<file path="src/design/csr_pkg.sv">
`default_nettype none

package csr_pkg;

    localparam int ECODE_W = 6;
    localparam int ESUB_W  = 9;
    localparam int IRQ_W   = 9;    // 8 hw lines plus the ipi on top
    localparam int LIE_W   = 12;   // sw[1:0], hw[9:2], timer, ipi

    localparam logic [ECODE_W-1:0] ECODE_INT = 6'h0;
    localparam logic [ECODE_W-1:0] ECODE_SYS = 6'hb;
    localparam logic [ECODE_W-1:0] ECODE_BRK = 6'hc;
    localparam logic [ECODE_W-1:0] ECODE_INE = 6'hd;

    // tcfg control bits
    localparam int TCFG_EN       = 0;
    localparam int TCFG_PERIODIC = 1;

    typedef enum logic [2:0] {
        OP_NONE    = 3'd0,
        OP_CSRRD   = 3'd1,
        OP_CSRWR   = 3'd2,
        OP_CSRXCHG = 3'd3,
        OP_ERTN    = 3'd4,
        OP_EXCP    = 3'd5
    } csr_op_e;

    typedef enum logic [13:0] {
        CSR_CRMD   = 14'h0,
        CSR_PRMD   = 14'h1,
        CSR_ECFG   = 14'h4,
        CSR_ESTAT  = 14'h5,
        CSR_ERA    = 14'h6,
        CSR_EENTRY = 14'hc,
        CSR_SAVE0  = 14'h30,
        CSR_SAVE1  = 14'h31,
        CSR_SAVE2  = 14'h32,
        CSR_SAVE3  = 14'h33,
        CSR_TID    = 14'h40,
        CSR_TCFG   = 14'h41,
        CSR_TVAL   = 14'h42,
        CSR_TICLR  = 14'h44
    } csr_addr_e;

    typedef struct packed {
        logic               valid;
        csr_op_e            op;
        csr_addr_e          addr;
        logic [31:0]        wdata;
        logic [31:0]        wmask;
        logic [31:0]        pc;
        logic [ECODE_W-1:0] ecode;
        logic [ESUB_W-1:0]  esubcode;
    } csr_req_t;

    typedef struct packed {
        logic [1:0]         crmd_plv;
        logic               crmd_ie;
        logic               crmd_da;
        logic               crmd_pg;
        logic [1:0]         crmd_datf;
        logic [1:0]         crmd_datm;
        logic [1:0]         prmd_pplv;
        logic               prmd_pie;
        logic [LIE_W-1:0]   lie;
        logic [1:0]         is_sw;
        logic [ECODE_W-1:0] ecode;
        logic [ESUB_W-1:0]  esubcode;
        logic [31:0]        era;
        logic [31:6]        eentry;
        logic [31:0]        save0;
        logic [31:0]        save1;
        logic [31:0]        save2;
        logic [31:0]        save3;
        logic [31:0]        tid;
        logic [31:0]        tcfg;
        logic [31:0]        tval;
        logic               ti_flag;
    } csr_state_t;

    typedef struct packed {
        csr_op_e            op;
        csr_addr_e          addr;
        logic [31:0]        wdata;   // already mask-merged
        logic [31:0]        pc;
        logic [ECODE_W-1:0] ecode;
        logic [ESUB_W-1:0]  esubcode;
        logic               int_taken;
        logic               ti_clear;
    } csr_stage_t;

    typedef struct packed {
        logic        flush;
        logic [31:0] redirect_pc;
        logic [31:0] rdata;
        logic        excp_flush;
        logic        ertn_flush;
    } csr_resp_t;

endpackage

`default_nettype wire

</file>
<file path="src/design/csr_decode.sv">
`timescale 1ns/10ps
`default_nettype none

module csr_decode import csr_pkg::*; (
    input  csr_req_t         req,
    input  csr_state_t       state,
    input  logic [IRQ_W-1:0] irq,
    output csr_stage_t       stage_d,
    output csr_resp_t        resp_d,
    output logic             take
);

    logic [LIE_W-1:0] pending;
    logic             int_take;
    logic             entry;
    logic             is_write;
    logic [31:0]      old_val;
    logic [31:0]      merged;

    // lines line up with the lie bits
    assign pending = {irq[IRQ_W-1], state.ti_flag, irq[IRQ_W-2:0], state.is_sw};

    // a reported exception wins over a pending interrupt
    assign int_take = req.valid && (req.op != OP_EXCP) && state.crmd_ie &&
                      (|(pending & state.lie));
    assign entry    = (req.op == OP_EXCP) || int_take;
    assign is_write = !entry && (req.op == OP_CSRWR || req.op == OP_CSRXCHG);
    assign take     = req.valid;

    always_comb
    begin
        old_val = '0;
        case (req.addr)
            CSR_CRMD:
                old_val = {23'b0, state.crmd_datm, state.crmd_datf, state.crmd_pg,
                           state.crmd_da, state.crmd_ie, state.crmd_plv};
            CSR_PRMD:
                old_val = {29'b0, state.prmd_pie, state.prmd_pplv};
            CSR_ECFG:
                old_val = {19'b0, state.lie[LIE_W-1:10], 1'b0, state.lie[9:0]};
            CSR_ESTAT:
                old_val = {1'b0, state.esubcode, state.ecode, 3'b0, irq[IRQ_W-1],
                           state.ti_flag, 1'b0, irq[IRQ_W-2:0], state.is_sw};
            CSR_ERA:    old_val = state.era;
            CSR_EENTRY: old_val = {state.eentry, 6'b0};
            CSR_SAVE0:  old_val = state.save0;
            CSR_SAVE1:  old_val = state.save1;
            CSR_SAVE2:  old_val = state.save2;
            CSR_SAVE3:  old_val = state.save3;
            CSR_TID:    old_val = state.tid;
            CSR_TCFG:   old_val = state.tcfg;
            CSR_TVAL:   old_val = state.tval;
            default:    old_val = '0;   // ticlr reads zero
        endcase
    end

    assign merged = (req.op == OP_CSRXCHG) ? ((old_val & ~req.wmask) | (req.wdata & req.wmask))
                                           : req.wdata;

    always_comb
    begin
        stage_d.op        = req.op;
        stage_d.addr      = req.addr;
        stage_d.wdata     = merged;
        stage_d.pc        = req.pc;
        stage_d.ecode     = int_take ? ECODE_INT : req.ecode;
        stage_d.esubcode  = int_take ? '0 : req.esubcode;
        stage_d.int_taken = int_take;
        stage_d.ti_clear  = is_write && (req.addr == CSR_TICLR) && merged[0];
    end

    always_comb
    begin
        resp_d.flush = entry || is_write || (req.op == OP_ERTN);
        if (entry)
            resp_d.redirect_pc = {state.eentry, 6'b0};
        else if (req.op == OP_ERTN)
            resp_d.redirect_pc = state.era;
        else
            resp_d.redirect_pc = req.pc + 32'd4;
        resp_d.rdata      = old_val;
        resp_d.excp_flush = 1'b0;   // driven at commit
        resp_d.ertn_flush = 1'b0;
    end

    always_comb
    begin
        if (req.valid)
        begin
            assert (req.op inside {OP_NONE, OP_CSRRD, OP_CSRWR, OP_CSRXCHG, OP_ERTN, OP_EXCP})
            else $error("csr_decode: unknown op %0d on a valid request", req.op);
        end
    end

endmodule

`default_nettype wire

</file>
<file path="src/design/csr_stage.sv">
`timescale 1ns/10ps
`default_nettype none

module csr_stage import csr_pkg::*; (
    input  logic       clk,
    input  logic       rstn,
    input  logic       stall,
    input  logic       flush,
    input  logic       take,
    input  csr_stage_t stage_d,
    input  csr_resp_t  resp_d,
    output csr_stage_t stage_q,
    output logic       stage_valid,
    output csr_resp_t  resp
);

    always_ff @(posedge clk)
    begin
        if (!rstn)
        begin
            stage_valid <= 1'b0;
            resp        <= '0;
        end
        else if (!stall)
        begin
            if (flush)
            begin
                stage_valid <= 1'b0;   // item dropped before commit
                resp        <= '0;
            end
            else
            begin
                stage_valid <= take;
                resp        <= take ? resp_d : '0;
            end
        end
    end

    // staged payload
    always_ff @(posedge clk)
    begin
        if (!stall)
            stage_q <= stage_d;
    end

    // the pipeline keeps a stalled request in place
    a_req_hold: assert property (@(posedge clk) disable iff (!rstn)
        stall |=> $stable(take) && $stable(stage_d.op) && $stable(stage_d.pc))
        else $error("csr_stage: request changed under stall");

endmodule

`default_nettype wire

</file>
<file path="src/design/csr_regfile.sv">
`timescale 1ns/10ps
`default_nettype none

module csr_regfile import csr_pkg::*; #(
    parameter int TIMER_W = 32
) (
    input  logic               clk,
    input  logic               rstn,
    input  logic               stall,
    input  csr_stage_t         stage_q,
    input  logic               stage_valid,
    input  logic [TIMER_W-1:0] tval,
    input  logic               ti_flag,
    output csr_state_t         state,
    output logic [TIMER_W-1:0] tcfg,
    output logic               tcfg_written,
    output logic               ti_clear,
    output logic               excp_flush,
    output logic               ertn_flush,
    output logic [2:0]         crmd_plv_ie
);

    csr_state_t  r;
    logic        commit;
    logic        entry;
    logic [31:0] w;

    assign commit = stage_valid && !stall;
    assign entry  = stage_q.int_taken || (stage_q.op == OP_EXCP);
    assign w      = stage_q.wdata;

    // timer fields come live from the timer
    always_comb
    begin
        state         = r;
        state.tval    = 32'(tval);
        state.ti_flag = ti_flag;
    end

    assign tcfg        = r.tcfg[TIMER_W-1:0];
    assign crmd_plv_ie = {r.crmd_ie, r.crmd_plv};

    always_ff @(posedge clk)
    begin
        if (!rstn)
        begin
            r            <= '0;
            r.crmd_da    <= 1'b1;   // direct addressing out of reset
            tcfg_written <= 1'b0;
            ti_clear     <= 1'b0;
            excp_flush   <= 1'b0;
            ertn_flush   <= 1'b0;
        end
        else
        begin
            tcfg_written <= 1'b0;
            ti_clear     <= 1'b0;
            excp_flush   <= 1'b0;
            ertn_flush   <= 1'b0;
            if (commit)
            begin
                if (entry)
                begin
                    r.prmd_pplv <= r.crmd_plv;
                    r.prmd_pie  <= r.crmd_ie;
                    r.crmd_plv  <= 2'b0;
                    r.crmd_ie   <= 1'b0;
                    r.era       <= stage_q.pc;
                    r.ecode     <= stage_q.ecode;
                    r.esubcode  <= stage_q.esubcode;
                    excp_flush  <= 1'b1;
                end
                else if (stage_q.op == OP_ERTN)
                begin
                    r.crmd_plv <= r.prmd_pplv;
                    r.crmd_ie  <= r.prmd_pie;
                    ertn_flush <= 1'b1;
                end
                else if (stage_q.op == OP_CSRWR || stage_q.op == OP_CSRXCHG)
                begin
                    ti_clear <= stage_q.ti_clear;
                    case (stage_q.addr)
                        CSR_CRMD:
                        begin
                            r.crmd_plv  <= w[1:0];
                            r.crmd_ie   <= w[2];
                            if (w[3] ^ w[4])   // da and pg must differ
                            begin
                                r.crmd_da <= w[3];
                                r.crmd_pg <= w[4];
                            end
                            r.crmd_datf <= w[6:5];
                            r.crmd_datm <= w[8:7];
                        end
                        CSR_PRMD:
                        begin
                            r.prmd_pplv <= w[1:0];
                            r.prmd_pie  <= w[2];
                        end
                        CSR_ECFG:   r.lie    <= {w[12:11], w[9:0]};   // bit 10 reserved
                        CSR_ESTAT:  r.is_sw  <= w[1:0];   // only sw bits writable
                        CSR_ERA:    r.era    <= w;
                        CSR_EENTRY: r.eentry <= w[31:6];
                        CSR_SAVE0:  r.save0  <= w;
                        CSR_SAVE1:  r.save1  <= w;
                        CSR_SAVE2:  r.save2  <= w;
                        CSR_SAVE3:  r.save3  <= w;
                        CSR_TID:    r.tid    <= w;
                        CSR_TCFG:
                        begin
                            r.tcfg       <= 32'(w[TIMER_W-1:0]);
                            tcfg_written <= 1'b1;
                        end
                        default: ;   // tval, ticlr hold no state here
                    endcase
                end
            end
        end
    end

    // a ticlr commit brings the timer flag down
    a_ti_clear: assert property (@(posedge clk) disable iff (!rstn) ti_clear |=> !ti_flag)
        else $error("csr_regfile: timer flag still set after a ticlr write");

endmodule

`default_nettype wire

</file>
<file path="src/design/csr_timer.sv">
`timescale 1ns/10ps
`default_nettype none

module csr_timer import csr_pkg::*; #(
    parameter int TIMER_W = 32
) (
    input  logic               clk,
    input  logic               rstn,
    input  logic [TIMER_W-1:0] tcfg,
    input  logic               tcfg_written,
    input  logic               ti_clear,
    output logic [TIMER_W-1:0] tval,
    output logic               ti_flag
);

    logic               en;
    logic               periodic;
    logic [TIMER_W-1:0] init_val;
    logic               at_zero;

    assign en       = tcfg[TCFG_EN];
    assign periodic = tcfg[TCFG_PERIODIC];
    assign init_val = {tcfg[TIMER_W-1:2], 2'b00};
    assign at_zero  = (tval == '0);

    always_ff @(posedge clk)
    begin
        if (!rstn)
        begin
            tval    <= '0;
            ti_flag <= 1'b0;
        end
        else
        begin
            // clear has priority over a new expiry
            if (ti_clear)
                ti_flag <= 1'b0;
            else if (en && at_zero && !tcfg_written)
                ti_flag <= 1'b1;

            if (!en)
                tval <= '0;
            else if (tcfg_written || (periodic && at_zero))
                tval <= init_val;   // reload
            else if (tval != '1)
                tval <= tval - 1'b1;   // one-shot parks at all ones
        end
    end

endmodule

`default_nettype wire

</file>
<file path="src/design/csr_unit.sv">
`timescale 1ns/10ps
`default_nettype none

module csr_unit import csr_pkg::*; #(
    parameter int TIMER_W = 32
) (
    input  logic             clk,
    input  logic             rstn,
    input  logic             stall,
    input  logic             flush,
    input  csr_req_t         req,
    input  logic [IRQ_W-1:0] irq,
    output csr_resp_t        resp,
    output logic [2:0]       crmd_plv_ie
);

    csr_stage_t         stage_d;
    csr_stage_t         stage_q;
    csr_resp_t          resp_d;
    csr_resp_t          stage_resp;
    csr_state_t         state;
    logic               take;
    logic               stage_valid;
    logic [TIMER_W-1:0] tcfg;
    logic [TIMER_W-1:0] tval;
    logic               tcfg_written;
    logic               ti_clear;
    logic               ti_flag;
    logic               excp_flush;
    logic               ertn_flush;

    // flush pulses come from the commit side
    assign resp = '{flush:       stage_resp.flush,
                    redirect_pc: stage_resp.redirect_pc,
                    rdata:       stage_resp.rdata,
                    excp_flush:  excp_flush,
                    ertn_flush:  ertn_flush};

    csr_decode i_csr_decode (
        .req     (req),
        .state   (state),
        .irq     (irq),
        .stage_d (stage_d),
        .resp_d  (resp_d),
        .take    (take)
    );

    csr_stage i_csr_stage (
        .clk         (clk),
        .rstn        (rstn),
        .stall       (stall),
        .flush       (flush),
        .take        (take),
        .stage_d     (stage_d),
        .resp_d      (resp_d),
        .stage_q     (stage_q),
        .stage_valid (stage_valid),
        .resp        (stage_resp)
    );

    csr_regfile #(.TIMER_W(TIMER_W)) i_csr_regfile (
        .clk          (clk),
        .rstn         (rstn),
        .stall        (stall),
        .stage_q      (stage_q),
        .stage_valid  (stage_valid),
        .tval         (tval),
        .ti_flag      (ti_flag),
        .state        (state),
        .tcfg         (tcfg),
        .tcfg_written (tcfg_written),
        .ti_clear     (ti_clear),
        .excp_flush   (excp_flush),
        .ertn_flush   (ertn_flush),
        .crmd_plv_ie  (crmd_plv_ie)
    );

    csr_timer #(.TIMER_W(TIMER_W)) i_csr_timer (
        .clk          (clk),
        .rstn         (rstn),
        .tcfg         (tcfg),
        .tcfg_written (tcfg_written),
        .ti_clear     (ti_clear),
        .tval         (tval),
        .ti_flag      (ti_flag)
    );

endmodule

`default_nettype wire

</file>
<file path="config.mk">
export PLATFORM = sky130hd
export DESIGN_NAME = csr_unit
export DESIGN_NICKNAME = d
export VERILOG_FILES = /design/src/design/csr_pkg.sv /design/src/design/csr_decode.sv /design/src/design/csr_stage.sv /design/src/design/csr_regfile.sv /design/src/design/csr_timer.sv /design/src/design/csr_unit.sv
export SDC_FILE = /design/constraint.sdc
export NUM_CORES = 1
export LEC_CHECK = 0
export ABC_AREA = 1
export ABC_CLOCK_PERIOD_IN_PS = 9000
export BUFFER_PORTS_ARGS = -buffer_cell sky130_fd_sc_hd__buf_2
export CAP_MARGIN = 0
export CELL_PAD_IN_SITES_DETAIL_PLACEMENT = 2
export CELL_PAD_IN_SITES_GLOBAL_PLACEMENT = 2
export CORE_MARGIN = 5
export CORE_UTILIZATION = 37
export DETAILED_ROUTE_END_ITERATION = 10
export PLACE_DENSITY = 0.95
export SLEW_MARGIN = 40
export SYNTH_ARGS = -nofsm -noshare
export SYNTH_HDL_FRONTEND = slang
export SYNTH_SLANG_ARGS = --single-unit
export TNS_END_PERCENT = 5
</file>
<file path="constraint.sdc">
create_clock -name clk -period 9 [get_ports clk]
set_input_delay 1.8 -clock clk [delete_from_list [all_inputs] [get_ports clk]]
set_output_delay 1.8 -clock clk [all_outputs]
set_load 0.01 [all_outputs]
</file>
Word level (Yosys, flattened, before mapping). Index checks and enable logic that the tools add are counted.

Add/subtract/negate cells: 2. Eq/ne operators: 35. Multiplexer cells: 33. Bitwise logic cells: 12. Reduce and logical (&&, ||, !) cells: 51.

Operator list (number): 250-bit 2-to-1 mux (2); 32-bit 2-to-1 mux (13); 32-bit case mux with 13 select lines (1); 67-bit 2-to-1 mux (2); 14-bit by 6-bit == test with 1-bit output (second input constant) (8); 14-bit by 3-bit == test with 1-bit output (second input constant) (6); 14-bit by 7-bit == test with 1-bit output (second input constant) (6); 32-bit bitwise AND (2); 26-bit 2-to-1 mux (2); 5-bit AND reduction (10); 32-bit by 3-bit adder with 32-bit output (second input constant) (1); 32-bit zero test (1); 32-bit != test (second input constant) (1); 32-bit NOT (1); 32-bit bitwise OR (1); 32-bit by 1-bit subtractor with 32-bit output (second input constant) (1); 14-bit by 1-bit == test with 1-bit output (second input constant) (2); 14-bit by 4-bit == test with 1-bit output (second input constant) (2); 14-bit zero test (2); 17-bit 2-to-1 mux (1); 12-bit bitwise AND (1); 3-bit by 2-bit == test with 1-bit output (second input constant) (4); 3-bit == test (second input constant) (4); 12-bit 2-to-1 mux (1); other kinds (21) (58).

Register bits after elaboration: 492. Input bits: 142. Output and inout bits: 70. Word-level logic and storage cells: 172.

Depth between registers and ports, before layout. Gate-level depths: netlist of the first run.

Word-level depth: 11. Mapped depth: 13. Gate-level depth less buffers: 13.

Hierarchy. From an unflattened synthesis of the first run, not the netlist that was laid out.

Cells, all modules: 4101. Area, all modules: 27241.1 um^2.

Modules (own cells, without submodules): csr_regfile (times used 1, cells each 1921, area each 13026.2 um^2, sequential area each 5905.7 um^2); csr_decode (times used 1, cells each 1315, area each 5924.4 um^2, sequential area each 0.0 um^2); csr_stage (times used 1, cells each 403, area each 5616.6 um^2, sequential area each 4304.1 um^2); csr_timer (times used 1, cells each 460, area each 2658.8 um^2, sequential area each 660.6 um^2); csr_unit (times used 1, cells each 2, area each 15.0 um^2, sequential area each 0.0 um^2).

Worst setup path after synthesis of the first run. Ideal clock, no wire load.

Path type: input port to flip-flop. From: input port stall. To: register i_csr_regfile.r (netlist bit i_csr_regfile.state[74]). Setup time: 0.146 ns. Data arrival time: 4.150 ns. Data required time: 8.854 ns. Path slack: 4.704 ns. Stages: 7. Path buffers: 1. Cells stage by stage: inv_2 -> nand2_2 -> nor2_4 -> nand2_4 -> nor4_4 -> buf_2 -> a211oi_2.

Longest elaborated chain between the ends: 3.

Ends and longest elaborated chain: start, declared (RTL line csr_unit.sv:9) `input logic stall,`; 1-bit zero test; 1-bit logical AND (RTL line csr_regfile.sv:28) `assign commit = stage_valid && !stall;`; 5-bit AND reduction (no source line); end, declared (RTL line csr_regfile.sv:23) `csr_state_t r;`.

No other way between the ends. A chain may end at the register's enable or synchronous reset.

Final worst setup path of the first run.
From: input port stall. To: register, netlist name i_csr_regfile.tcfg[7].

Longest elaborated chain between the ends: 3.

Ends and longest elaborated chain (RTL line): 1-bit zero test; 1-bit logical AND (csr_regfile.sv:28); 5-bit AND reduction (no source line).

No other way between the ends.

==> results of run 1 <==
## final cells by class
type | instances | area share
Clock inverter | 22 | 0.00758
Sequential cell | 492 | 0.395
Inverter | 218 | 0.0305
Tap cell | 855 | 0.0391
Multi-Input combinational cell | 2367 | 0.417
Timing Repair Buffer | 244 | 0.0499
Antenna cell | 3 | 0.000274
Clock buffer | 80 | 0.0605
## registers in the layout, summed over array words and instances, names as in the netlist
register                    flops
i_csr_regfile.excp_flush        1
i_csr_regfile.ertn_flush        1
i_csr_stage.resp               65
i_csr_timer.tval               32
i_csr_regfile.crmd_plv_ie       3
i_csr_regfile.ti_clear          1
i_csr_regfile.tcfg             32
i_csr_regfile.tcfg_written      1
i_csr_stage.stage_q            98
i_csr_regfile.state           256
i_csr_stage.stage_valid         1
i_csr_timer.ti_flag             1
## per-layer routing
metal	share of wire	wire length (um)
met5	0.000088	13
met4	0.11	16700
met3	0.082	12200
met2	0.47	69800
met1	0.34	49900
## per-stage QoR
stage	total power, W	area, um2	setup WS, ns	hold WS, ns	instances
2_1_floorplan	0.00251	23900	4.70	0.373	3294
5_1_grt	0.00526	27400	3.59	0.493	4279
3_3_place_gp	0.00264	25400	3.60	0.447	4173
6_report	0.00518	27400	3.64	0.473	4281
3_5_place_dp	0.00267	25400	3.32	0.452	4173
4_1_cts	0.00514	27300	3.83	0.468	4275
## path summary, 6_finish.rpt
check	cells after the start	to
max	12	i_csr_regfile.tcfg[7]
min	2	i_csr_stage.resp[49]
max reg2reg	10	i_csr_regfile.state[263]
min reg2reg	2	i_csr_stage.resp[49]
## cell families (layout without fill, tap and decap cells)
| logic type | after synthesis | count (layout) | synth area share |
|---|---|---|---|
| AND/OR/NAND/NOR | 1745 | 1745 | 0.311 |
| AO/OA/AOI/OAI | 590 | 590 | 0.150 |
| flip-flops | 492 | 492 | 0.453 |
| buffers and inverters | 435 | 564 | 0.0740 |
| XOR/XNOR | 28 | 28 | 0.0102 |
| adder cells (fa/ha/maj) | 4 | 4 | 0.00209 |
| other | 0 | 3 | 0 |
## cells in the final DEF, fill, tap and decap left out, types with 5 or more instances in the layout
master,count
nand2_1,757
nor2_1,521
dfxtp_1,394
nand3_1,242
buf_2,210
inv_1,209
a21oi_1,194
o21ai_0,172
nand4_1,161
a211oi_1,123
edfxtp_1,98
clkbuf_16,61
a31oi_1,36
a211oi_2,30
buf_4,28
xor2_1,21
nor3_1,14
o21ai_1,12
clkbuf_1,12
nor2_4,10
nor2_2,9
inv_4,9
or2_2,8
clkinv_2,8
clkbuf_8,8
xnor2_1,7
nand3b_1,6
o21bai_1,6
o211ai_1,6
nand2_2,5
o22ai_1,5
## critical path: cells and delay by family
family / cells / cell delay [ns]
compound gates: 1 / 0.65
simple gates: 6 / 1.36
buf+inv: 5 / 1.93
## Yosys cell counts (15+ instances only)
library cell  count
nand2_1         759
nor2_1          530
dfxtp_1         394
nand3_1         243
inv_1           210
a21oi_1         194
o21ai_0         172
nand4_1         161
a211oi_1        124
clkbuf_1        119
edfxtp_1         98
buf_2            74
a31oi_1          36
a211oi_2         29
xor2_1           21
nor3_1           15
## power breakdown
part	switching [W]	internal [W]
logic	0.000259	0.0000673
clock network	0.00114	0.00137
registers	0.0000480	0.00229
total	0.00145	0.00373
==> flow_summary.json, run 1 <==
{
  "power-per-cell-area_nw_per_um2": 189,
  "max_freq_mhz": 186,
  "power.leakage_nw": 11.6,
  "period_minus_slack_ns": 5.36,
  "clkTransAtPathRegs_ns": 0.07,
  "status": "complete, no violations",
  "wire_per_inst_um": 34.7,
  "reg2reg_from": "i_csr_stage.stage_q[96]",
  "seqCellArea_um2": 10800,
  "firstDrtPassIters": 6,
  "maxSlewHeadroom": 0.377,
  "synth_top_cell_by_area": "dfxtp_1",
  "synth-edff-count": 98,
  "antenna_found_initial": 5,
  "drt-initial-drc-count": 3121,
  "grt_usage": 0.399,
  "cts_buffers": 55,
  "post_cts_buffers": 0,
  "fin_setup_tns_ns": 0,
  "syn-instance-count": 3294,
  "clockRootBuffer": "clkbuf_16",
  "fp-row-count": 93,
  "ys_warn_count": 0,
  "cts_hold_buf": 0,
  "syn_nets": 3440,
  "r2r_slack_ns": 5.37,
  "worstHoldStart": "i_csr_stage.resp[49]",
  "vias_per_cell": 6.63,
  "grt_max_degree": 170,
  "rsz0062_at_grt": "false",
  "fin_skew_ns": 0.0492,
  "fill_cells": 7423,
  "final_util": 0.427,
  "cp_slowest_stage_delay_ns": 0.65,
  "arrival_ns": 5.82,
  "cp_slowest_cell": "a211oi_2",
  "drive_gt1_frac": 0.120,
  "grt.overflow.total": 0,
  "startpoint": "stall",
  "nNetsFinal": 3524,
  "grtUsageMet3": 0.0853,
  "netlist_top_cells_area": "dfxtp_1, edfxtp_1, nand2_1",
  "worst_slew_pin_slew_ns": 0.934,
  "cts_sinks": 492,
  "worstSkewPairLatency_ns": 0.67,
  "area_delta_synth_final_pct": 14.5,
  "post_cts_resized": 0,
  "vdd_drop_max_mv": 0.180,
  "io_buffer_count": 211,
  "clk_path_buf_depth": 3,
  "max-cap-violations": 0,
  "die_h_um": 264,
  "async_flop_share": 0,
  "wl_mm": 149,
  "grt-busiest-layer": "met2",
  "hpwl_mm": 84.7,
  "drv_slew": 0,
  "synth_top_area_share": 0.330,
  "core_area_um2": 64200,
  "htreeDepth": 2,
  "dr_total_vias": 28400,
  "num_io_pins": 212,
  "endpoint_kind": "flip-flop",
  "crit_path_max_fanout": 52,
  "min_period_over_period": 0.596,
  "hold_class": "reg -> reg",
  "drc": 0,
  "ys_ff_latch": 492,
  "synth.avg_cell_area_um2": 7.27,
  "setup_viol": 0,
  "cp-start-kind": "primary input",
  "multi_input_area_um2": 11400,
  "start_util": 0.373,
  "cts_tree": "yes",
  "ys_types": 40,
  "cp_data_required_time_ns": 9.46,
  "ant_nets": 0,
  "grt_pass1_vias": 31300,
  "grt_util_met1": 0.422,
  "synth_flop_cell": "dfxtp_1",
  "use_met2": 0.672,
  "gp_congestion": 0.881,
  "dieArea_um2": 69900,
  "yosysSeqAreaShare": 0.453,
  "grt_pass1_wl_mm": 212,
  "finalHoldViolCount": 0,
  "netlist_area_um2": 23900,
  "path_cells": "buf_2, buf_4, inv_4, nand2_2, nor2_4, nand2_4, nor2_1, nand2_1, clkinv_1, buf_4, nor2_1, a211oi_2",
  "worstSetupPathType": "in -> reg",
  "die_w_um": 264
}
Power figures use the tool's default switching activity.
==> run 2, diff against run 1 <==
--- a/config.mk
+++ b/config.mk
@@ -6,15 +6,15 @@
 export NUM_CORES = 1
 export LEC_CHECK = 0
 export ABC_AREA = 1
-export ABC_CLOCK_PERIOD_IN_PS = 9000
+export ABC_CLOCK_PERIOD_IN_PS = 5050
 export BUFFER_PORTS_ARGS = -buffer_cell sky130_fd_sc_hd__buf_2
 export CAP_MARGIN = 0
 export CELL_PAD_IN_SITES_DETAIL_PLACEMENT = 2
 export CELL_PAD_IN_SITES_GLOBAL_PLACEMENT = 2
 export CORE_MARGIN = 5
-export CORE_UTILIZATION = 37
+export CORE_UTILIZATION = 34
 export DETAILED_ROUTE_END_ITERATION = 10
-export PLACE_DENSITY = 0.95
+export PLACE_DENSITY = 0.89
 export SLEW_MARGIN = 40
 export SYNTH_ARGS = -nofsm -noshare
 export SYNTH_HDL_FRONTEND = slang
==> constraint.sdc (replaced) <==
create_clock -name clk -period 5.05 [get_ports clk]
set_input_delay 1.01 -clock clk [delete_from_list [all_inputs] [get_ports clk]]
set_output_delay 1.01 -clock clk [all_outputs]
set_load 0.01 [all_outputs]
==> flow_summary.json, run 2 (synthesis results as in run 1) <==
{
  "post_cts_buffers": 0,
  "worstSkewPairLatency_ns": 0.65,
  "fin_setup_tns_ns": 0,
  "ant_nets": 0,
  "holdPathEnd": "i_csr_timer.ti_flag",
  "drv_slew": 0,
  "largest_reg_flops": 256,
  "worstHoldStart": "i_csr_regfile.ti_clear",
  "crit_path_frequent_cell": "nor2_1",
  "antenna_found_initial": 2,
  "hold_class": "reg -> reg",
  "seqCellArea_um2": 10800,
  "hpwl_mm": 78.1,
  "dieArea_um2": 75800,
  "grt.overflow.total": 0,
  "grt_pass1_vias": 29300,
  "setup_viol": 0,
  "multi_input_area_um2": 11400,
  "clk_path_buf_depth": 3,
  "vias_per_cell": 6.11,
  "rsz0062_at_grt": "false",
  "cp_slowest_cell": "buf_4",
  "cp_data_required_time_ns": 5.52,
  "gp_congestion": 0.875,
  "cts_hold_buf": 0,
  "fp-row-count": 97,
  "worst_slew_pin_slew_ns": 0.953,
  "use_met2": 0.545,
  "drc": 0,
  "crit_path_max_fanout": 60,
  "post_cts_resized": 0,
  "grt_pass1_wl_mm": 189,
  "start_util": 0.342,
  "fin_skew_ns": 0.0445,
  "grt-busiest-layer": "met2",
  "firstDrtPassIters": 6,
  "path_cells": "buf_2, inv_4, nand2_2, nor2_4, nand2_4, nor2_1, nand2_1, clkinv_1, buf_4, nor2_1, a211oi_1",
  "wire_per_inst_um": 29.5,
  "wl_mm": 129,
  "htreeDepth": 2,
  "nNetsFinal": 3541,
  "mostFrequentLayoutCells": "nand2_1, nor2_1, dfxtp_1, nand3_1, buf_2",
  "r2r_slack_ns": 1.51,
  "crit_family": "buffers and inverters",
  "drive_gt1_frac": 0.123,
  "power.leakage_nw": 11.7,
  "fill_cells": 8067,
  "dr_total_vias": 26800,
  "cts_tree": "yes",
  "die_h_um": 275,
  "whs_path_depth": 1,
  "core_area_um2": 69900,
  "grt_max_degree": 124,
  "reg2regPathDepth": 7,
  "max_freq_mhz": 282,
  "drt-initial-drc-count": 2430,
  "max-cap-violations": 0,
  "cp-start-kind": "primary input",
  "maxSlewHeadroom": 0.365,
  "clockRootBuffer": "clkbuf_16",
  "arrival_ns": 4.01,
  "reg2reg_from": "i_csr_stage.stage_q[90]",
  "num_io_pins": 212,
  "worstSetupPathType": "in -> reg",
  "r2r-end": "i_csr_regfile.state[282]",
  "finalHoldViolCount": 0,
  "layout_commonest_cell": "nand2_1",
  "cts_buffers": 56,
  "power-per-cell-area_nw_per_um2": 326,
  "io_buffer_count": 211,
  "grtUsageMet3": 0.0567,
  "vdd_drop_max_mv": 0.249,
  "die_w_um": 275,
  "endpoint_kind": "flip-flop",
  "period_minus_slack_ns": 3.55,
  "grt_usage": 0.324,
  "status": "complete, no violations",
  "cp_num_buf_inv": 4,
  "cts_sinks": 492,
  "clkTransAtPathRegs_ns": 0.07,
  "grt_util_met1": 0.379,
  "placed_cells": 4276,
  "cp_slowest_stage_delay_ns": 0.64,
  "area_delta_synth_final_pct": 15.1,
  "instances_no_fill": 4383,
  "p_total_w": 0.00899,
  "min_period_over_period": 0.702
}
## run 2: cell count changes in the layout (fill, tap and decap cells not counted), sizes merged
cell    delta
buf       +17
bufinv     -3
clkbuf     +6
clkinv     +9
diode      -2
inv       -10
## run 2: cell type report
class                      count  share of cell area
antenna                        1           0.0000908
clock buffer                  87              0.0624
clock inverter                18             0.00377
inverter                     218              0.0302
multi-input combinational   2367               0.413
sequential                   492               0.393
tap                          940              0.0427
timing repair buffer         260              0.0543
## run 2: metrics by stage
step / utilization / hold slack (ns) / cell area (um2) / worst slack [ns]
floorplan: - / 0.373 / 23900 / 1.54
global route: 0.394 / 0.479 / 27600 / 1.48
detailed placement: 0.368 / 0.452 / 25700 / 1.24
CTS: 0.394 / 0.459 / 27500 / 1.65
global placement: 0.367 / 0.453 / 25700 / 1.33
finish: 0.394 / 0.472 / 27600 / 1.50
## run 2: how the worst max path moves through the flow
stage                                       start                        to  slack (ns)  cells past startpoint
after floorplan                             stall   i_csr_regfile.state[74]        1.54                      7
after global placement                      stall  i_csr_regfile.state[281]        1.33                      8
after detailed placement                    stall  i_csr_regfile.state[214]        1.24                     11
after CTS                                   stall    i_csr_regfile.tcfg[13]        1.65                     11
after global routing      i_csr_stage.stage_q[90]  i_csr_regfile.state[282]        1.48                      7
final                                       stall    i_csr_regfile.tcfg[13]        1.50                     11
## run 2: report_power, final
part,switching [W],leakage (nW),total [W],internal [W]
registers,0.0000660,4.13,0.00415,0.00409
logic,0.000440,6.62,0.000564,0.000125
clock network,0.00194,0.908,0.00427,0.00234
total,0.00244,11.7,0.00899,0.00655
## run 2: routing by layer
| metal | wire (um) | part of all wire | vias up |
|---|---|---|---|
| li1 | - | - | 11300 |
| met1 | 48600 | 0.38 | 13500 |
| met2 | 61200 | 0.47 | 1433 |
| met3 | 8960 | 0.069 | 557 |
| met4 | 10300 | 0.080 | 2 |
| met5 | 55 | 0.00043 | - |
